**src/common/aud_settings.svh**
```systemverilog
`ifndef AUD_SETTINGS_SVH
`define AUD_SETTINGS_SVH

// sample width of the SRAM and the codec
`define AUD_DATA_W 16

// SRAM word address width
`define AUD_ADDR_W 20

// speed code from the player knobs
`define AUD_SPEED_W 3

`endif
```
**src/common/aud_pkg.sv**
```systemverilog
`default_nettype none

package aud_pkg;

    // fetch sequencer states
    typedef enum logic [1:0] {
        FS_IDLE     = 2'd0, // waiting for the first start
        FS_PAUSE    = 2'd1,
        FS_GETDATA  = 2'd2, // LR high, fetch and compute
        FS_SENDDATA = 2'd3  // LR low, player shifts out
    } fetch_state_e;

    // output rule chosen at start
    typedef enum logic [1:0] {
        MODE_PASS   = 2'd0, // fast playback
        MODE_HOLD   = 2'd1, // slow, repeat sample
        MODE_LINEAR = 2'd2  // slow, ramp between samples
    } interp_mode_e;

endpackage

`default_nettype wire

```
**src/rtl/aud_top.sv**
```systemverilog
`timescale 1ns/1ps
`default_nettype none

`include "aud_settings.svh"

module aud_top (
    input  logic                          i_clk,
    input  logic                          i_rst_n,
    input  logic                          i_start,
    input  logic                          i_pause,
    input  logic [`AUD_SPEED_W-1:0]       i_speed,
    input  logic                          i_is_slow,
    input  logic                          i_slow_mode,
    input  logic [`AUD_ADDR_W-1:0]        i_sram_stop_addr,
    output logic [`AUD_ADDR_W-1:0]        o_sram_addr,
    input  logic signed [`AUD_DATA_W-1:0] i_sram_data,
    input  logic                          i_daclrck,
    input  logic                          i_bclk,
    output logic                          o_dacdat
);

    logic                          run, paused;
    logic [`AUD_SPEED_W:0]         step;
    logic [`AUD_SPEED_W-1:0]       cmd_hold_max;
    aud_pkg::interp_mode_e         cmd_mode;

    logic                          en, calc;
    logic signed [`AUD_DATA_W-1:0] curr, next;
    logic [`AUD_SPEED_W-1:0]       hold_idx, hold_max;
    aud_pkg::interp_mode_e         mode;
    logic signed [`AUD_DATA_W-1:0] sample;

    aud_cmd_decode aud_cmd_decode_inst (
        .i_clk       (i_clk),
        .i_rst_n     (i_rst_n),
        .i_start     (i_start),
        .i_pause     (i_pause),
        .i_speed     (i_speed),
        .i_is_slow   (i_is_slow),
        .i_slow_mode (i_slow_mode),
        .o_run       (run),
        .o_paused    (paused),
        .o_step      (step),
        .o_hold_max  (cmd_hold_max),
        .o_mode      (cmd_mode)
    );

    aud_fetch aud_fetch_inst (
        .i_clk            (i_clk),
        .i_rst_n          (i_rst_n),
        .i_run            (run),
        .i_paused         (paused),
        .i_step           (step),
        .i_hold_max       (cmd_hold_max),
        .i_mode           (cmd_mode),
        .i_daclrck        (i_daclrck),
        .i_sram_data      (i_sram_data),
        .i_sram_stop_addr (i_sram_stop_addr),
        .o_sram_addr      (o_sram_addr),
        .o_en             (en),
        .o_calc           (calc),
        .o_curr           (curr),
        .o_next           (next),
        .o_hold_idx       (hold_idx),
        .o_mode           (mode),
        .o_hold_max       (hold_max)
    );

    aud_interp aud_interp_inst (
        .i_clk      (i_clk),
        .i_rst_n    (i_rst_n),
        .i_calc     (calc),
        .i_mode     (mode),
        .i_curr     (curr),
        .i_next     (next),
        .i_hold_idx (hold_idx),
        .i_hold_max (hold_max),
        .o_sample   (sample)
    );

    // sample computed in LR high is shifted out in the following LR low
    aud_dac_player aud_dac_player_inst (
        .i_clk     (i_clk),
        .i_rst_n   (i_rst_n),
        .i_en      (en),
        .i_daclrck (i_daclrck),
        .i_bclk    (i_bclk),
        .i_sample  (sample),
        .o_dacdat  (o_dacdat)
    );

endmodule

`default_nettype wire

```
**src/rtl/aud_dac_player.sv**
```systemverilog
`timescale 1ns/1ps
`default_nettype none

`include "aud_settings.svh"

module aud_dac_player (
    input  logic                   i_clk,
    input  logic                   i_rst_n,
    input  logic                   i_en,
    input  logic                   i_daclrck,
    input  logic                   i_bclk,
    input  logic [`AUD_DATA_W-1:0] i_sample,
    output logic                   o_dacdat
);

    localparam int CNT_W = $clog2(`AUD_DATA_W + 1);

    logic                   lrck_q, bclk_q; // last seen codec clocks
    logic                   lr_fall, bclk_fall;
    logic [`AUD_DATA_W-1:0] shift_q;
    logic [CNT_W-1:0]       bit_cnt;

    assign lr_fall   = lrck_q && !i_daclrck;
    assign bclk_fall = bclk_q && !i_bclk;

    always_ff @(posedge i_clk or negedge i_rst_n) begin
        if (!i_rst_n) begin
            lrck_q   <= 1'b0;
            bclk_q   <= 1'b0;
            bit_cnt  <= CNT_W'(`AUD_DATA_W); // idle as if a word was sent
            o_dacdat <= 1'b0;
        end else begin
            lrck_q <= i_daclrck;
            bclk_q <= i_bclk;
            if (lr_fall) begin
                bit_cnt <= '0;
            end else if (bclk_fall && i_en) begin
                if (bit_cnt != CNT_W'(`AUD_DATA_W)) begin
                    o_dacdat <= shift_q[`AUD_DATA_W-1]; // MSB first
                    bit_cnt  <= bit_cnt + 1'b1;
                end else begin
                    o_dacdat <= 1'b0;
                end
            end else if (!i_en) begin
                o_dacdat <= 1'b0;
            end
        end
    end

    always_ff @(posedge i_clk) begin
        if (lr_fall) begin
            shift_q <= i_sample;
        end else if (bclk_fall && i_en) begin
            shift_q <= {shift_q[`AUD_DATA_W-2:0], 1'b0};
        end
    end

endmodule

`default_nettype wire

```
**src/aud_dsp/aud_interp.sv**
```systemverilog
`timescale 1ns/1ps
`default_nettype none

`include "aud_settings.svh"

module aud_interp (
    input  logic                          i_clk,
    input  logic                          i_rst_n,
    input  logic                          i_calc,
    input  aud_pkg::interp_mode_e         i_mode,
    input  logic signed [`AUD_DATA_W-1:0] i_curr,
    input  logic signed [`AUD_DATA_W-1:0] i_next,
    input  logic [`AUD_SPEED_W-1:0]       i_hold_idx,
    input  logic [`AUD_SPEED_W-1:0]       i_hold_max,
    output logic signed [`AUD_DATA_W-1:0] o_sample
);

    logic signed [`AUD_DATA_W:0]    diff;    // 17 bits, no overflow
    logic signed [`AUD_DATA_W+4:0]  prod;    // diff * k
    logic signed [`AUD_SPEED_W+1:0] divisor; // hold_max + 1
    logic signed [`AUD_DATA_W+4:0]  quot;
    logic signed [`AUD_DATA_W+4:0]  ramp;

    always_comb begin
        diff    = i_next - i_curr;
        prod    = diff * $signed({1'b0, i_hold_idx});
        divisor = $signed({2'b00, i_hold_max}) + 2'sd1;
        quot    = prod / divisor;               // signed, truncates toward 0
        ramp    = i_curr + quot;
    end

    always_ff @(posedge i_clk or negedge i_rst_n) begin
        if (!i_rst_n) begin
            o_sample <= '0;
        end else if (i_calc) begin
            if (i_mode == aud_pkg::MODE_LINEAR) begin
                o_sample <= ramp[`AUD_DATA_W-1:0]; // lies between curr and next
            end else begin
                o_sample <= i_curr;                // pass and hold
            end
        end
    end

endmodule

`default_nettype wire

```
**src/aud_dsp/aud_fetch.sv**
```systemverilog
`timescale 1ns/1ps
`default_nettype none

`include "aud_settings.svh"

module aud_fetch (
    input  logic                          i_clk,
    input  logic                          i_rst_n,
    input  logic                          i_run,
    input  logic                          i_paused,
    input  logic [`AUD_SPEED_W:0]         i_step,
    input  logic [`AUD_SPEED_W-1:0]       i_hold_max,
    input  aud_pkg::interp_mode_e         i_mode,
    input  logic                          i_daclrck,
    input  logic signed [`AUD_DATA_W-1:0] i_sram_data,
    input  logic [`AUD_ADDR_W-1:0]        i_sram_stop_addr,
    output logic [`AUD_ADDR_W-1:0]        o_sram_addr,
    output logic                          o_en,
    output logic                          o_calc,
    output logic signed [`AUD_DATA_W-1:0] o_curr,
    output logic signed [`AUD_DATA_W-1:0] o_next,
    output logic [`AUD_SPEED_W-1:0]       o_hold_idx,
    output aud_pkg::interp_mode_e         o_mode,
    output logic [`AUD_SPEED_W-1:0]       o_hold_max
);

    aud_pkg::fetch_state_e state_r, state_w;

    logic [2:0]              get_cnt_r;  // getdata cycle, saturates at 4
    logic [`AUD_SPEED_W-1:0] hold_idx_r;
    logic [`AUD_ADDR_W-1:0]  addr_r, addr_w;
    logic [`AUD_ADDR_W:0]    addr_sum;   // one spare bit for the overflow
    logic                    is_slow;
    logic                    take;       // this period takes a new sample pair
    logic                    lr_return;

    assign is_slow   = (i_mode != aud_pkg::MODE_PASS);
    assign take      = !is_slow || (hold_idx_r == '0);
    assign lr_return = (state_r == aud_pkg::FS_SENDDATA) && i_daclrck && !i_paused;

    assign o_sram_addr = addr_r;
    assign o_en        = !i_daclrck;     // player owns the LR low half
    assign o_calc      = (state_r == aud_pkg::FS_GETDATA) && (get_cnt_r == 3'd3);
    assign o_hold_idx  = hold_idx_r;
    assign o_mode      = i_mode;
    assign o_hold_max  = i_hold_max;

    always_comb begin
        state_w = state_r;
        case (state_r)
            aud_pkg::FS_IDLE: begin
                if (i_run) state_w = aud_pkg::FS_PAUSE;
            end
            aud_pkg::FS_PAUSE: begin
                // resume only at the start of an LR high half
                if (!i_paused && i_daclrck) state_w = aud_pkg::FS_GETDATA;
            end
            aud_pkg::FS_GETDATA: begin
                if (i_paused)        state_w = aud_pkg::FS_PAUSE;
                else if (!i_daclrck) state_w = aud_pkg::FS_SENDDATA;
            end
            aud_pkg::FS_SENDDATA: begin
                if (i_paused)       state_w = aud_pkg::FS_PAUSE;
                else if (i_daclrck) state_w = aud_pkg::FS_GETDATA;
            end
            default: state_w = aud_pkg::FS_IDLE;
        endcase
    end

    // step on cycle 0, anything past the stop address restarts at 0
    always_comb begin
        addr_sum = {1'b0, addr_r};
        if (state_r == aud_pkg::FS_IDLE) begin
            addr_sum = '0;
        end else if (state_r == aud_pkg::FS_GETDATA && get_cnt_r == 3'd0 && take) begin
            if (is_slow) addr_sum = {1'b0, addr_r} + 1'b1;
            else         addr_sum = {1'b0, addr_r} + i_step;
        end
        if (addr_sum > {1'b0, i_sram_stop_addr}) addr_w = '0;
        else                                     addr_w = addr_sum[`AUD_ADDR_W-1:0];
    end

    always_ff @(posedge i_clk or negedge i_rst_n) begin
        if (!i_rst_n) begin
            state_r    <= aud_pkg::FS_IDLE;
            get_cnt_r  <= '0;
            hold_idx_r <= '0;
            addr_r     <= '0;
        end else begin
            state_r <= state_w;
            addr_r  <= addr_w;

            if (state_r == aud_pkg::FS_GETDATA) begin
                if (get_cnt_r != 3'd4) get_cnt_r <= get_cnt_r + 3'd1;
            end else begin
                get_cnt_r <= '0;
            end

            // k advances once per LR period, kept across a pause
            if (state_r == aud_pkg::FS_IDLE || !is_slow) begin
                hold_idx_r <= '0;
            end else if (lr_return) begin
                if (hold_idx_r >= i_hold_max) hold_idx_r <= '0;
                else                          hold_idx_r <= hold_idx_r + 1'b1;
            end
        end
    end

    always_ff @(posedge i_clk) begin
        if (state_r == aud_pkg::FS_PAUSE) begin
            o_next <= i_sram_data; // address is stable, keep next current
        end else if (state_r == aud_pkg::FS_GETDATA && get_cnt_r == 3'd2 && take) begin
            o_curr <= o_next;
            o_next <= i_sram_data;
        end
    end

endmodule

`default_nettype wire

```
**src/rtl/aud_cmd_decode.sv**
```systemverilog
`timescale 1ns/1ps
`default_nettype none

`include "aud_settings.svh"

module aud_cmd_decode (
    input  logic                     i_clk,
    input  logic                     i_rst_n,
    input  logic                     i_start,     // one-cycle strobe
    input  logic                     i_pause,     // press strobe
    input  logic [`AUD_SPEED_W-1:0]  i_speed,
    input  logic                     i_is_slow,
    input  logic                     i_slow_mode, // 1 = linear
    output logic                     o_run,
    output logic                     o_paused,
    output logic [`AUD_SPEED_W:0]    o_step,
    output logic [`AUD_SPEED_W-1:0]  o_hold_max,
    output aud_pkg::interp_mode_e    o_mode
);

    aud_pkg::interp_mode_e mode_w;

    always_comb begin
        if (!i_is_slow) begin
            mode_w = aud_pkg::MODE_PASS;
        end else if (i_slow_mode) begin
            mode_w = aud_pkg::MODE_LINEAR;
        end else begin
            mode_w = aud_pkg::MODE_HOLD;
        end
    end

    // knobs are sampled only here, later changes wait for the next start
    always_ff @(posedge i_clk or negedge i_rst_n) begin
        if (!i_rst_n) begin
            o_run      <= 1'b0;
            o_paused   <= 1'b1;
            o_step     <= {{`AUD_SPEED_W{1'b0}}, 1'b1};
            o_hold_max <= '0;
            o_mode     <= aud_pkg::MODE_PASS;
        end else if (i_start) begin
            o_run      <= 1'b1;
            o_paused   <= 1'b1;                  // play needs a first press
            o_step     <= {1'b0, i_speed} + 1'b1;
            o_hold_max <= i_speed;
            o_mode     <= mode_w;
        end else if (o_run && i_pause) begin
            o_paused   <= ~o_paused;
        end
    end

endmodule

`default_nettype wire

```
**config.mk**
```make
export PLATFORM = sky130hd
export DESIGN_NAME = aud_top
export DESIGN_NICKNAME = d
export VERILOG_FILES = /design/src/common/aud_pkg.sv /design/src/rtl/aud_top.sv /design/src/rtl/aud_dac_player.sv /design/src/aud_dsp/aud_interp.sv /design/src/aud_dsp/aud_fetch.sv /design/src/rtl/aud_cmd_decode.sv
export VERILOG_INCLUDE_DIRS = /design/src /design/src/common
export SDC_FILE = /design/constraint.sdc
export NUM_CORES = 1
export LEC_CHECK = 0
export BUFFER_PORTS_ARGS = -buffer_cell sky130_fd_sc_hd__buf_4
export CAP_MARGIN = 20
export CELL_PAD_IN_SITES_DETAIL_PLACEMENT = 1
export CELL_PAD_IN_SITES_GLOBAL_PLACEMENT = 1
export CORE_ASPECT_RATIO = 1.75
export CORE_MARGIN = 4
export CORE_UTILIZATION = 40
export DETAILED_ROUTE_END_ITERATION = 16
export PLACE_DENSITY_LB_ADDON = 0.1
export RECOVER_POWER = 50
export SETUP_SLACK_MARGIN = 0.3
export SLEW_MARGIN = 20
export SYNTH_ARGS = -nofsm -noshare
export SYNTH_HDL_FRONTEND = slang
export SYNTH_SLANG_ARGS = --single-unit
```
**constraint.sdc**
```tcl
create_clock -name i_clk -period 52.7 [get_ports i_clk]
set_clock_uncertainty 0.1 [all_clocks]
set_input_delay 10.54 -clock i_clk [delete_from_list [all_inputs] [get_ports i_clk]]
set_output_delay 10.54 -clock i_clk [all_outputs]
set_load 0.05 [all_outputs]
```
==> results of run 1 <==
Yosys cell counts, drive strengths merged (10+ instances only):
| library cell | number | area share (%) |
|---|---|---|
| o21bai | 20 | 0.86 |
| o211ai | 29 | 1.3 |
| buf | 20 | 0.63 |
| nand4 | 35 | 1.2 |
| o211a | 10 | 0.65 |
| clkbuf | 37 | 0.78 |
| nand3 | 57 | 1.6 |
| nor2b | 16 | 0.56 |
| o31a | 14 | 0.69 |
| or2 | 29 | 1.0 |
| ha | 188 | 13 |
| nor3 | 109 | 3.1 |
| nor4 | 24 | 1.3 |
| o22ai | 16 | 0.67 |
| o31ai | 22 | 1.0 |
| a21oi | 165 | 4.6 |
| a31oi | 22 | 0.86 |
| or3 | 19 | 0.72 |
| mux2 | 43 | 2.7 |
| o21ai | 128 | 3.7 |
| o21a | 50 | 2.1 |
| dfrtp | 60 | 8.4 |
| inv | 153 | 3.2 |
| a211o | 12 | 0.59 |
| and3 | 19 | 0.67 |
| xor2 | 56 | 2.9 |
| a21o | 63 | 2.7 |
| nor3b | 10 | 0.42 |
| mux2i | 28 | 1.7 |
| a21boi | 13 | 0.55 |
| xnor2 | 99 | 4.9 |
| fa | 20 | 2.2 |
| and2 | 56 | 2.0 |
| a211oi | 30 | 1.4 |
| nor2 | 223 | 4.7 |
| nand2b | 39 | 1.4 |
| edfxtp | 48 | 8.1 |
| nand2 | 166 | 3.5 |
| or4 | 15 | 0.63 |
flip-flops by register name, indices dropped and copies added, names as in the netlist:
name,cells
aud_dac_player_inst.shift_q,16
aud_dac_player_inst.lrck_q,1
aud_interp_inst.o_sample,16
aud_cmd_decode_inst.o_mode,2
aud_fetch_inst.o_next,16
aud_fetch_inst.o_hold_idx,3
aud_cmd_decode_inst.o_run,1
aud_fetch_inst.o_sram_addr,20
aud_dac_player_inst.o_dacdat,1
aud_fetch_inst.o_curr,16
aud_fetch_inst.get_cnt_r,3
aud_dac_player_inst.bit_cnt,5
aud_dac_player_inst.bclk_q,1
aud_cmd_decode_inst.o_paused,1
aud_cmd_decode_inst.o_step,4
aud_cmd_decode_inst.o_hold_max,3
aud_fetch_inst.state_r,2
per-layer routing:
layer	track usage, %	part of all wire (%)	vias to the layer above
li1	-	-	8558
met1	24.8	36	8720
met2	51.3	57	264
met3	1.95	1.7	171
met4	13.2	5.9	4
met5	0	0.034	-
path summary, 6_finish.rpt:
kind,startpoint,endpoint,cells after the start
worst max register to register,aud_fetch_inst.o_next[0],aud_interp_inst.o_sample[15],239
worst max-delay path,aud_fetch_inst.o_next[0],aud_interp_inst.o_sample[15],239
worst min-delay path,aud_fetch_inst.o_next[8],aud_fetch_inst.o_curr[8],0
min in group asynchronous,i_rst_n,aud_fetch_inst.o_sram_addr[11],1
max in group asynchronous,i_rst_n,aud_interp_inst.o_sample[9],1
worst min register to register,aud_fetch_inst.o_next[8],aud_fetch_inst.o_curr[8],0
critical path, delay by kind of cell (launching register included):
| kind | cells | cell delay [ps] |
|---|---|---|
| simple gates | 73 | 13520 |
| buf+inv | 10 | 1250 |
| xor+xnor | 2 | 270 |
| mux | 7 | 2330 |
| fa+ha+maj | 28 | 8750 |
| compound gates | 119 | 22000 |
| flops | 1 | 420 |
metrics by stage:
stage / std cells / hold WS (ps) / worst slack [ps] / utilization, % / TNS, ps
after floorplan: 2281 / 326 / 5250 / - / 0
after global placement: 2892 / 358 / 952 / 43.1 / 0
after detailed placement: 2892 / 368 / -1420 / 43.1 / -4030
after CTS: 2909 / 388 / 354 / 43.8 / 0
after global routing: 2933 / 400 / 84.7 / 44.9 / 0
final: 2933 / 377 / 3920 / 44.9 / 0
cell type report:
type                       instances  area, sq um  share of cell area, %
clock buffer                      11          244                   1.23
inverter                         153          574                   2.90
sequential                       111         3020                   15.3
clock inverter                     5         51.3                  0.259
timing repair buffer             121          893                   4.51
tap                              572          716                   3.61
multi-input combinational       1960        14300                   72.2
what timing repair did:
item                                    CTS  global route
endpoints found under the setup margin    9            16
pin swaps                                 1            10
endpoints found under the hold margin     0             0
gates resized for setup                  12            68
buffers inserted                          1            24
cell families after synthesis:
logic type	Yosys count	share of synthesized area, %
multiplexers	71	4.40
flip-flops	111	17.0
XOR/XNOR	155	7.73
adder cells (fa/ha/maj)	208	15.5
AO/OA/AOI/OAI	679	26.3
buffers and inverters	210	4.63
AND/OR/NAND/NOR	847	24.5
==> run summary, run 1 <==
Wire length of the first global-routing pass - 99.3 mm
Number of max-cap violations - 1
Initial Utilization - 40.3%
Setup crit end kind - flip-flop
Warning count from the yosys run - 0
Total length of routed wires - 62.3 mm
Clk sink count - 111
Count of buffers inserted at the top-level ports - 67
Instance area after placement - 19000 sq um
RSZ-0062 raised after global routing - false
Overall die width - 168 microns
Crit-path most repeated cell - sky130_fd_sc_hd__ha_1
Vias in the first global route - 19200
Element type at the critical path start - flip-flop
Total die area - 48100 sq um
Slowest library cell on the worst path - sky130_fd_sc_hd__fa_1
TritonCTS clock tree - done
Worst endpoint required time - 52840 ps
Via density - 6.04
CTS Hold Bufs - 0
FF-to-FF setup slack - 3920 ps
Routed wire per std cell - 21.3 microns
Layout net count - 2611
CTS Root Cell - sky130_fd_sc_hd__clkbuf_16
Failing checks - capacitance limit, slew limit
Most common library cell in the layout ignoring fill and taps - sky130_fd_sc_hd__nor2_1
Ratio of cells with drive above 1 in the final layout - 13.2%
Post-DP HPWL - 52.8 mm
Syn Inst Count - 2281
Fin crit share - 92.6%
Setup violators final - 0
Clock buffer depth - 2
Number of iterations in the first detailed-routing pass - 4
Maximum number of pins on one net before global-route repair - 64
Run status - finished with violations
Via Count - 17700
Number of levels the H-tree was split into - 3
Clock slew at reported path FFs - 70 ps
Number of DRC violations after detailed routing - 0
Synth unique cells - 119
Number of synthesized flops with an enable pin - 48
Number of standard-cell rows in the floorplan - 102
FILL cells - 5483
Async set-reset flop share out of synthesis - 56.8%
Transition time of the tightest slew-check pin - 3680 ps
Worst Path Max Fanout - 17
Final number of max-transition violations - 64
Delay of the slowest cell on the worst path - 570 ps
Clock buffer count from CTS - 9
Antenna cells - 0
Seq/Total Area, Yosys - 17.0%
Data arrival, critical path - 48920 ps
Period minus WS final - 48780 ps
Most frequent cells in the layout - 215 x sky130_fd_sc_hd__nor2_1, 187 x sky130_fd_sc_hd__ha_1, 160 x sky130_fd_sc_hd__nand2_1
Global-route congestion overflow total - 0
Iteration-0 DRC count of the detailed router - 546
Hold WC Path Type - flip-flop to flip-flop
Number of top-level pins - 68
Mean instance size in the synthesized netlist - 7.81 sq um
Post-Syn Area - 17800 sq um
Max Fclk - 20.5 MHz
Endpoints failing hold - 0
Routability Congestion - 0.933
Synthesized flop and latch total - 111
Clock Latency Late Sink - 370 ps
Worst Setup Path Type - flip-flop to flip-flop
Remaining number of nets flagged by the antenna check after routing - 0
Area of the core - 44200 sq um
Slew Limit Headroom - -145%
Overall Global Routing Usage - 25.2%
Die Y - 287 microns
Final instance area - 19800 sq um
Leading register cell type out of synthesis - sky130_fd_sc_hd__dfrtp_1
Net count after synthesis - 2536
Number of antenna violations at the first check in global routing - 2
Area growth from synthesis to layout - 11.2%
Power of run 1 is not shown: default switching activity piles up to over one toggle a cycle in this logic, so the estimate is an artifact.
==> run 2: changes to the inputs <==
Settings changed: CTS_CLUSTER_DIAMETER set to 200, SYNTH_HIERARCHICAL set to 1.
==> run 2 against run 1 <==
Net effect: the flow still finishes with violations (capacitance limit, slew limit); setup slack got worse by 500 ps; die area grew 3.0%; via count is 4.9% higher; utilization is 0.83 points higher; maximum frequency is 1.0% lower; routed wire length rose by 2.0%; hold slack worse by 10 ps; critical path depth rose by 6; synthesized cell count increased by 4.8%; non-clock buffer count up 36; count of clock-buffer cells in the layout is 1 lower; critical endpoint is now aud_interp_inst/o_sample[15]; highest routed layer is now met4.
==> run summary, run 2 <==
Period minus WS final - 49280 ps (+501 ps)
Register-to-Register Path Depth - 245 (+2.5%)
Fin crit share - 93.5% (+0.95 points)
Clock Latency Late Sink - 370 ps (about the same)
Post-synthesis mux area share - 3.94% (-0.46 points)
Top cells by area in the synthesized netlist - sky130_fd_sc_hd__ha_1 13%, sky130_fd_sc_hd__dfrtp_1 8.2%, sky130_fd_sc_hd__edfxtp_1 7.8%, sky130_fd_sc_hd__a21oi_1 4.8%, sky130_fd_sc_hd__nand2_1 4.8%
Run status - finished with violations
Met1 Routed Length - 24.0 mm (+7.6%)
Data arrival, critical path - 49440 ps (+520 ps)
Slew Limit Headroom - -148% (-3.0 points)
Syn Inst Count - 2391 (+4.8%)
Number of cells in the finished layout apart from fillers - 3071 (+4.7%)
Main combinational cell family by area after synthesis - simple AND/OR/NAND/NOR gates
FILL cells - 5576 (+1.7%)
Net count after synthesis - 2646 (+4.3%)
Transition time of the tightest slew-check pin - 3730 ps (+44.3 ps)
Simple-gate share of the synthesized area - 27.1% (+2.6 points)
CTS Root Cell - sky130_fd_sc_hd__clkbuf_16
Leading register cell type out of synthesis - sky130_fd_sc_hd__dfrtp_1
Ratio of cells with drive above 1 in the final layout - 15.5% (+2.3 points)
Global-route congestion overflow total - 0 (unchanged)
Start point of the worst min-delay path - aud_cmd_decode_inst/o_step[0]
Library cell with the highest instance count after synthesis - sky130_fd_sc_hd__nand2_1
Clock buffer depth - 2 (unchanged)
Seq/Total Area, Yosys - 16.5% (-0.51 points)
Number of levels the H-tree was split into - 3 (unchanged)
Synthesized flop and latch total - 111 (unchanged)
Post-Syn Area - 18400 sq um (+3.1%)
Max Fclk - 20.3 MHz (-1.0%)
Overall die width - 170 microns (+1.5%)
TritonCTS clock tree - done
Worst Path Max Fanout - 11 (-6)
Topmost layer with routed signal wires - met4
Total length of routed wires - 63.6 mm (+2.0%)
Element type at the critical path start - flip-flop
Hold WC Path Type - flip-flop to flip-flop
Synthesized-area fraction occupied by xor and xnor cells - 6.49% (-1.2 points)
Worst Setup Path Type - flip-flop to flip-flop
Area growth from synthesis to layout - 12.6%
Met2 WL - 36.1 mm (+2.3%)
Total die area - 49500 sq um (+3.0%)
Async set-reset flop share out of synthesis - 56.8% (unchanged)
Setup violators final - 0 (unchanged)
Critical path launch point - aud_fetch_inst/o_next[0]
Number of flip-flops under the largest register name - 20 (unchanged)
Cell count after placement - 3020 (+4.4%)
Initial Utilization - 40.6% (+0.26 points)
Number of top-level pins - 68 (unchanged)
Mean instance size in the synthesized netlist - 7.68 sq um (-1.6%)
Number of iterations in the first detailed-routing pass - 5 (+1)
Area of the core - 45200 sq um (+2.4%)
Number of DRC violations after detailed routing - 0 (unchanged)
Instance count along the most critical hold path - 2 (+2)
Clock slew at reported path FFs - 80 ps (about the same)
Adder and majority gate portion of the synthesized area - 15.0% (-0.47 points)
Clk sink count - 111 (unchanged)
Via Count - 18600 (+4.9%)
Most frequent cells in the layout - 227 x sky130_fd_sc_hd__nand2_1, 201 x sky130_fd_sc_hd__nor2_1, 186 x sky130_fd_sc_hd__ha_1
Worst endpoint required time - 52860 ps (+20 ps)
Synth unique cells - 122 (+2.5%)
Routability Congestion - 0.925 (-0.92%)
Number of antenna violations at the first check in global routing - 0 (-2)
Layout net count - 2744 (+5.1%)
Endpoints failing hold - 0 (unchanged)
Most common library cell in the layout ignoring fill and taps - sky130_fd_sc_hd__nand2_1
Top-area cell type share of the netlist area - 12.8% (-0.40 points)
Wire length of the first global-routing pass - 101 mm (+2.2%)
Ranking of synthesized cells by instance count - 233 x sky130_fd_sc_hd__nand2_1, 210 x sky130_fd_sc_hd__nor2_1, 188 x sky130_fd_sc_hd__ha_1
Reg-to-Reg Start - aud_fetch_inst/o_next[0]
Number of standard-cell rows in the floorplan - 103 (+0.98%)
Top cell type by total area after synthesis - sky130_fd_sc_hd__ha_1
Crit-path most repeated cell - sky130_fd_sc_hd__o21a_1
Fraction of the mapped netlist area in compound gates - 26.0% (-0.30 points)
Setup crit end kind - flip-flop
Maximum number of pins on one net before global-route repair - 64 (unchanged)
Delay of the slowest cell on the worst path - 640 ps (+70 ps)
Failing checks - capacitance limit, slew limit
Overall Global Routing Usage - 24.7% (-0.51 points)
Final number of max-transition violations - 64 (unchanged)
Vias in the first global route - 19700 (+2.5%)
Number of synthesized flops with an enable pin - 48 (unchanged)
Number of max-cap violations - 1 (unchanged)
Count of buffers inserted at the top-level ports - 67 (unchanged)
Remaining number of nets flagged by the antenna check after routing - 0 (unchanged)
Warning count from the yosys run - 6 (+6)
Die Y - 291 microns (+1.5%)
Via density - 6.05 (+0.21%)
Routed wire per std cell - 20.7 microns (-2.6%)
Slowest library cell on the worst path - sky130_fd_sc_hd__or4_4
Iteration-0 DRC count of the detailed router - 581 (+6.4%)
Antenna cells - 0 (unchanged)
Clock buffer count from CTS - 9 (unchanged)
Met3 WL - 1.02 mm (-2.9%)
Post-DP HPWL - 52.6 mm (-0.41%)
run 2: final timing paths:
| path | endpoint | slack [ps] |
|---|---|---|
| max | aud_interp_inst/o_sample[15] | 3420 |
| min | aud_cmd_decode_inst/o_step[0] | 370 |
| max reg2reg | aud_interp_inst/o_sample[15] | 3420 |
| min reg2reg | aud_cmd_decode_inst/o_step[0] | 370 |
| max in group asynchronous | aud_dac_player_inst/bit_cnt[1] | 39030 |
| min in group asynchronous | aud_fetch_inst/o_sram_addr[13] | 11330 |
run 2: logic make-up after synthesis:
| family | count (synthesis) |
|---|---|
| simple gates | 955 |
| compound gates | 690 |
| buf+inv | 224 |
| fa+ha+maj | 208 |
| xor+xnor | 136 |
| flops | 111 |
| mux | 67 |
run 2: layer usage:
| layer | vias up | GRT usage, % |
|---|---|---|
| li1 | 8990 | - |
| met1 | 9171 | 25.7 |
| met2 | 294 | 50.8 |
| met3 | 135 | 1.22 |
| met4 | 0 | 8.50 |
| met5 | - | 0 |
run 2: through the flow:
step / instance area, sq um / worst slack [ps] / hold slack (ps) / TNS, ps / utilization, %
after floorplan: 18400 / 3810 / 326 / 0 / -
after global placement: 19700 / 409 / 354 / 0 / 43.5
after detailed placement: 19700 / -1530 / 362 / -6330 / 43.5
after CTS: 20100 / 377 / 374 / 0 / 44.4
after global routing: 20700 / -19.5 / 393 / -19.5 / 45.7
final: 20700 / 3420 / 367 / 0 / 45.7
run 2: layout make-up:
cell class | count | area (sq um) | area share [%]
Inverter | 154 | 578 | 2.80
Clock inverter | 6 | 56.3 | 0.272
Sequential cell | 111 | 3020 | 14.6
Multi-Input combinational cell | 2056 | 14900 | 72.1
Timing Repair Buffer | 157 | 1150 | 5.57
Clock buffer | 10 | 229 | 1.11
Tap cell | 577 | 722 | 3.49
run 2: what timing repair did:
action,in CTS,in global routing
hold buffers,0,0
pin swaps,1,30
endpoints found under the setup margin,11,16
gates resized for setup,22,92
buffers inserted,2,33
run 2: critical path, delay by kind of cell, from the launching register on:
kind / cells / cell delay, ps
XOR/XNOR: 2 / 390
AND/OR/NAND/NOR: 82 / 15920
buffers and inverters: 8 / 910
adder cells (fa/ha/maj): 28 / 8290
multiplexers: 11 / 3090
AO/OA/AOI/OAI: 114 / 19920
flip-flops: 1 / 410
Power of run 2 is left out for the same reason.
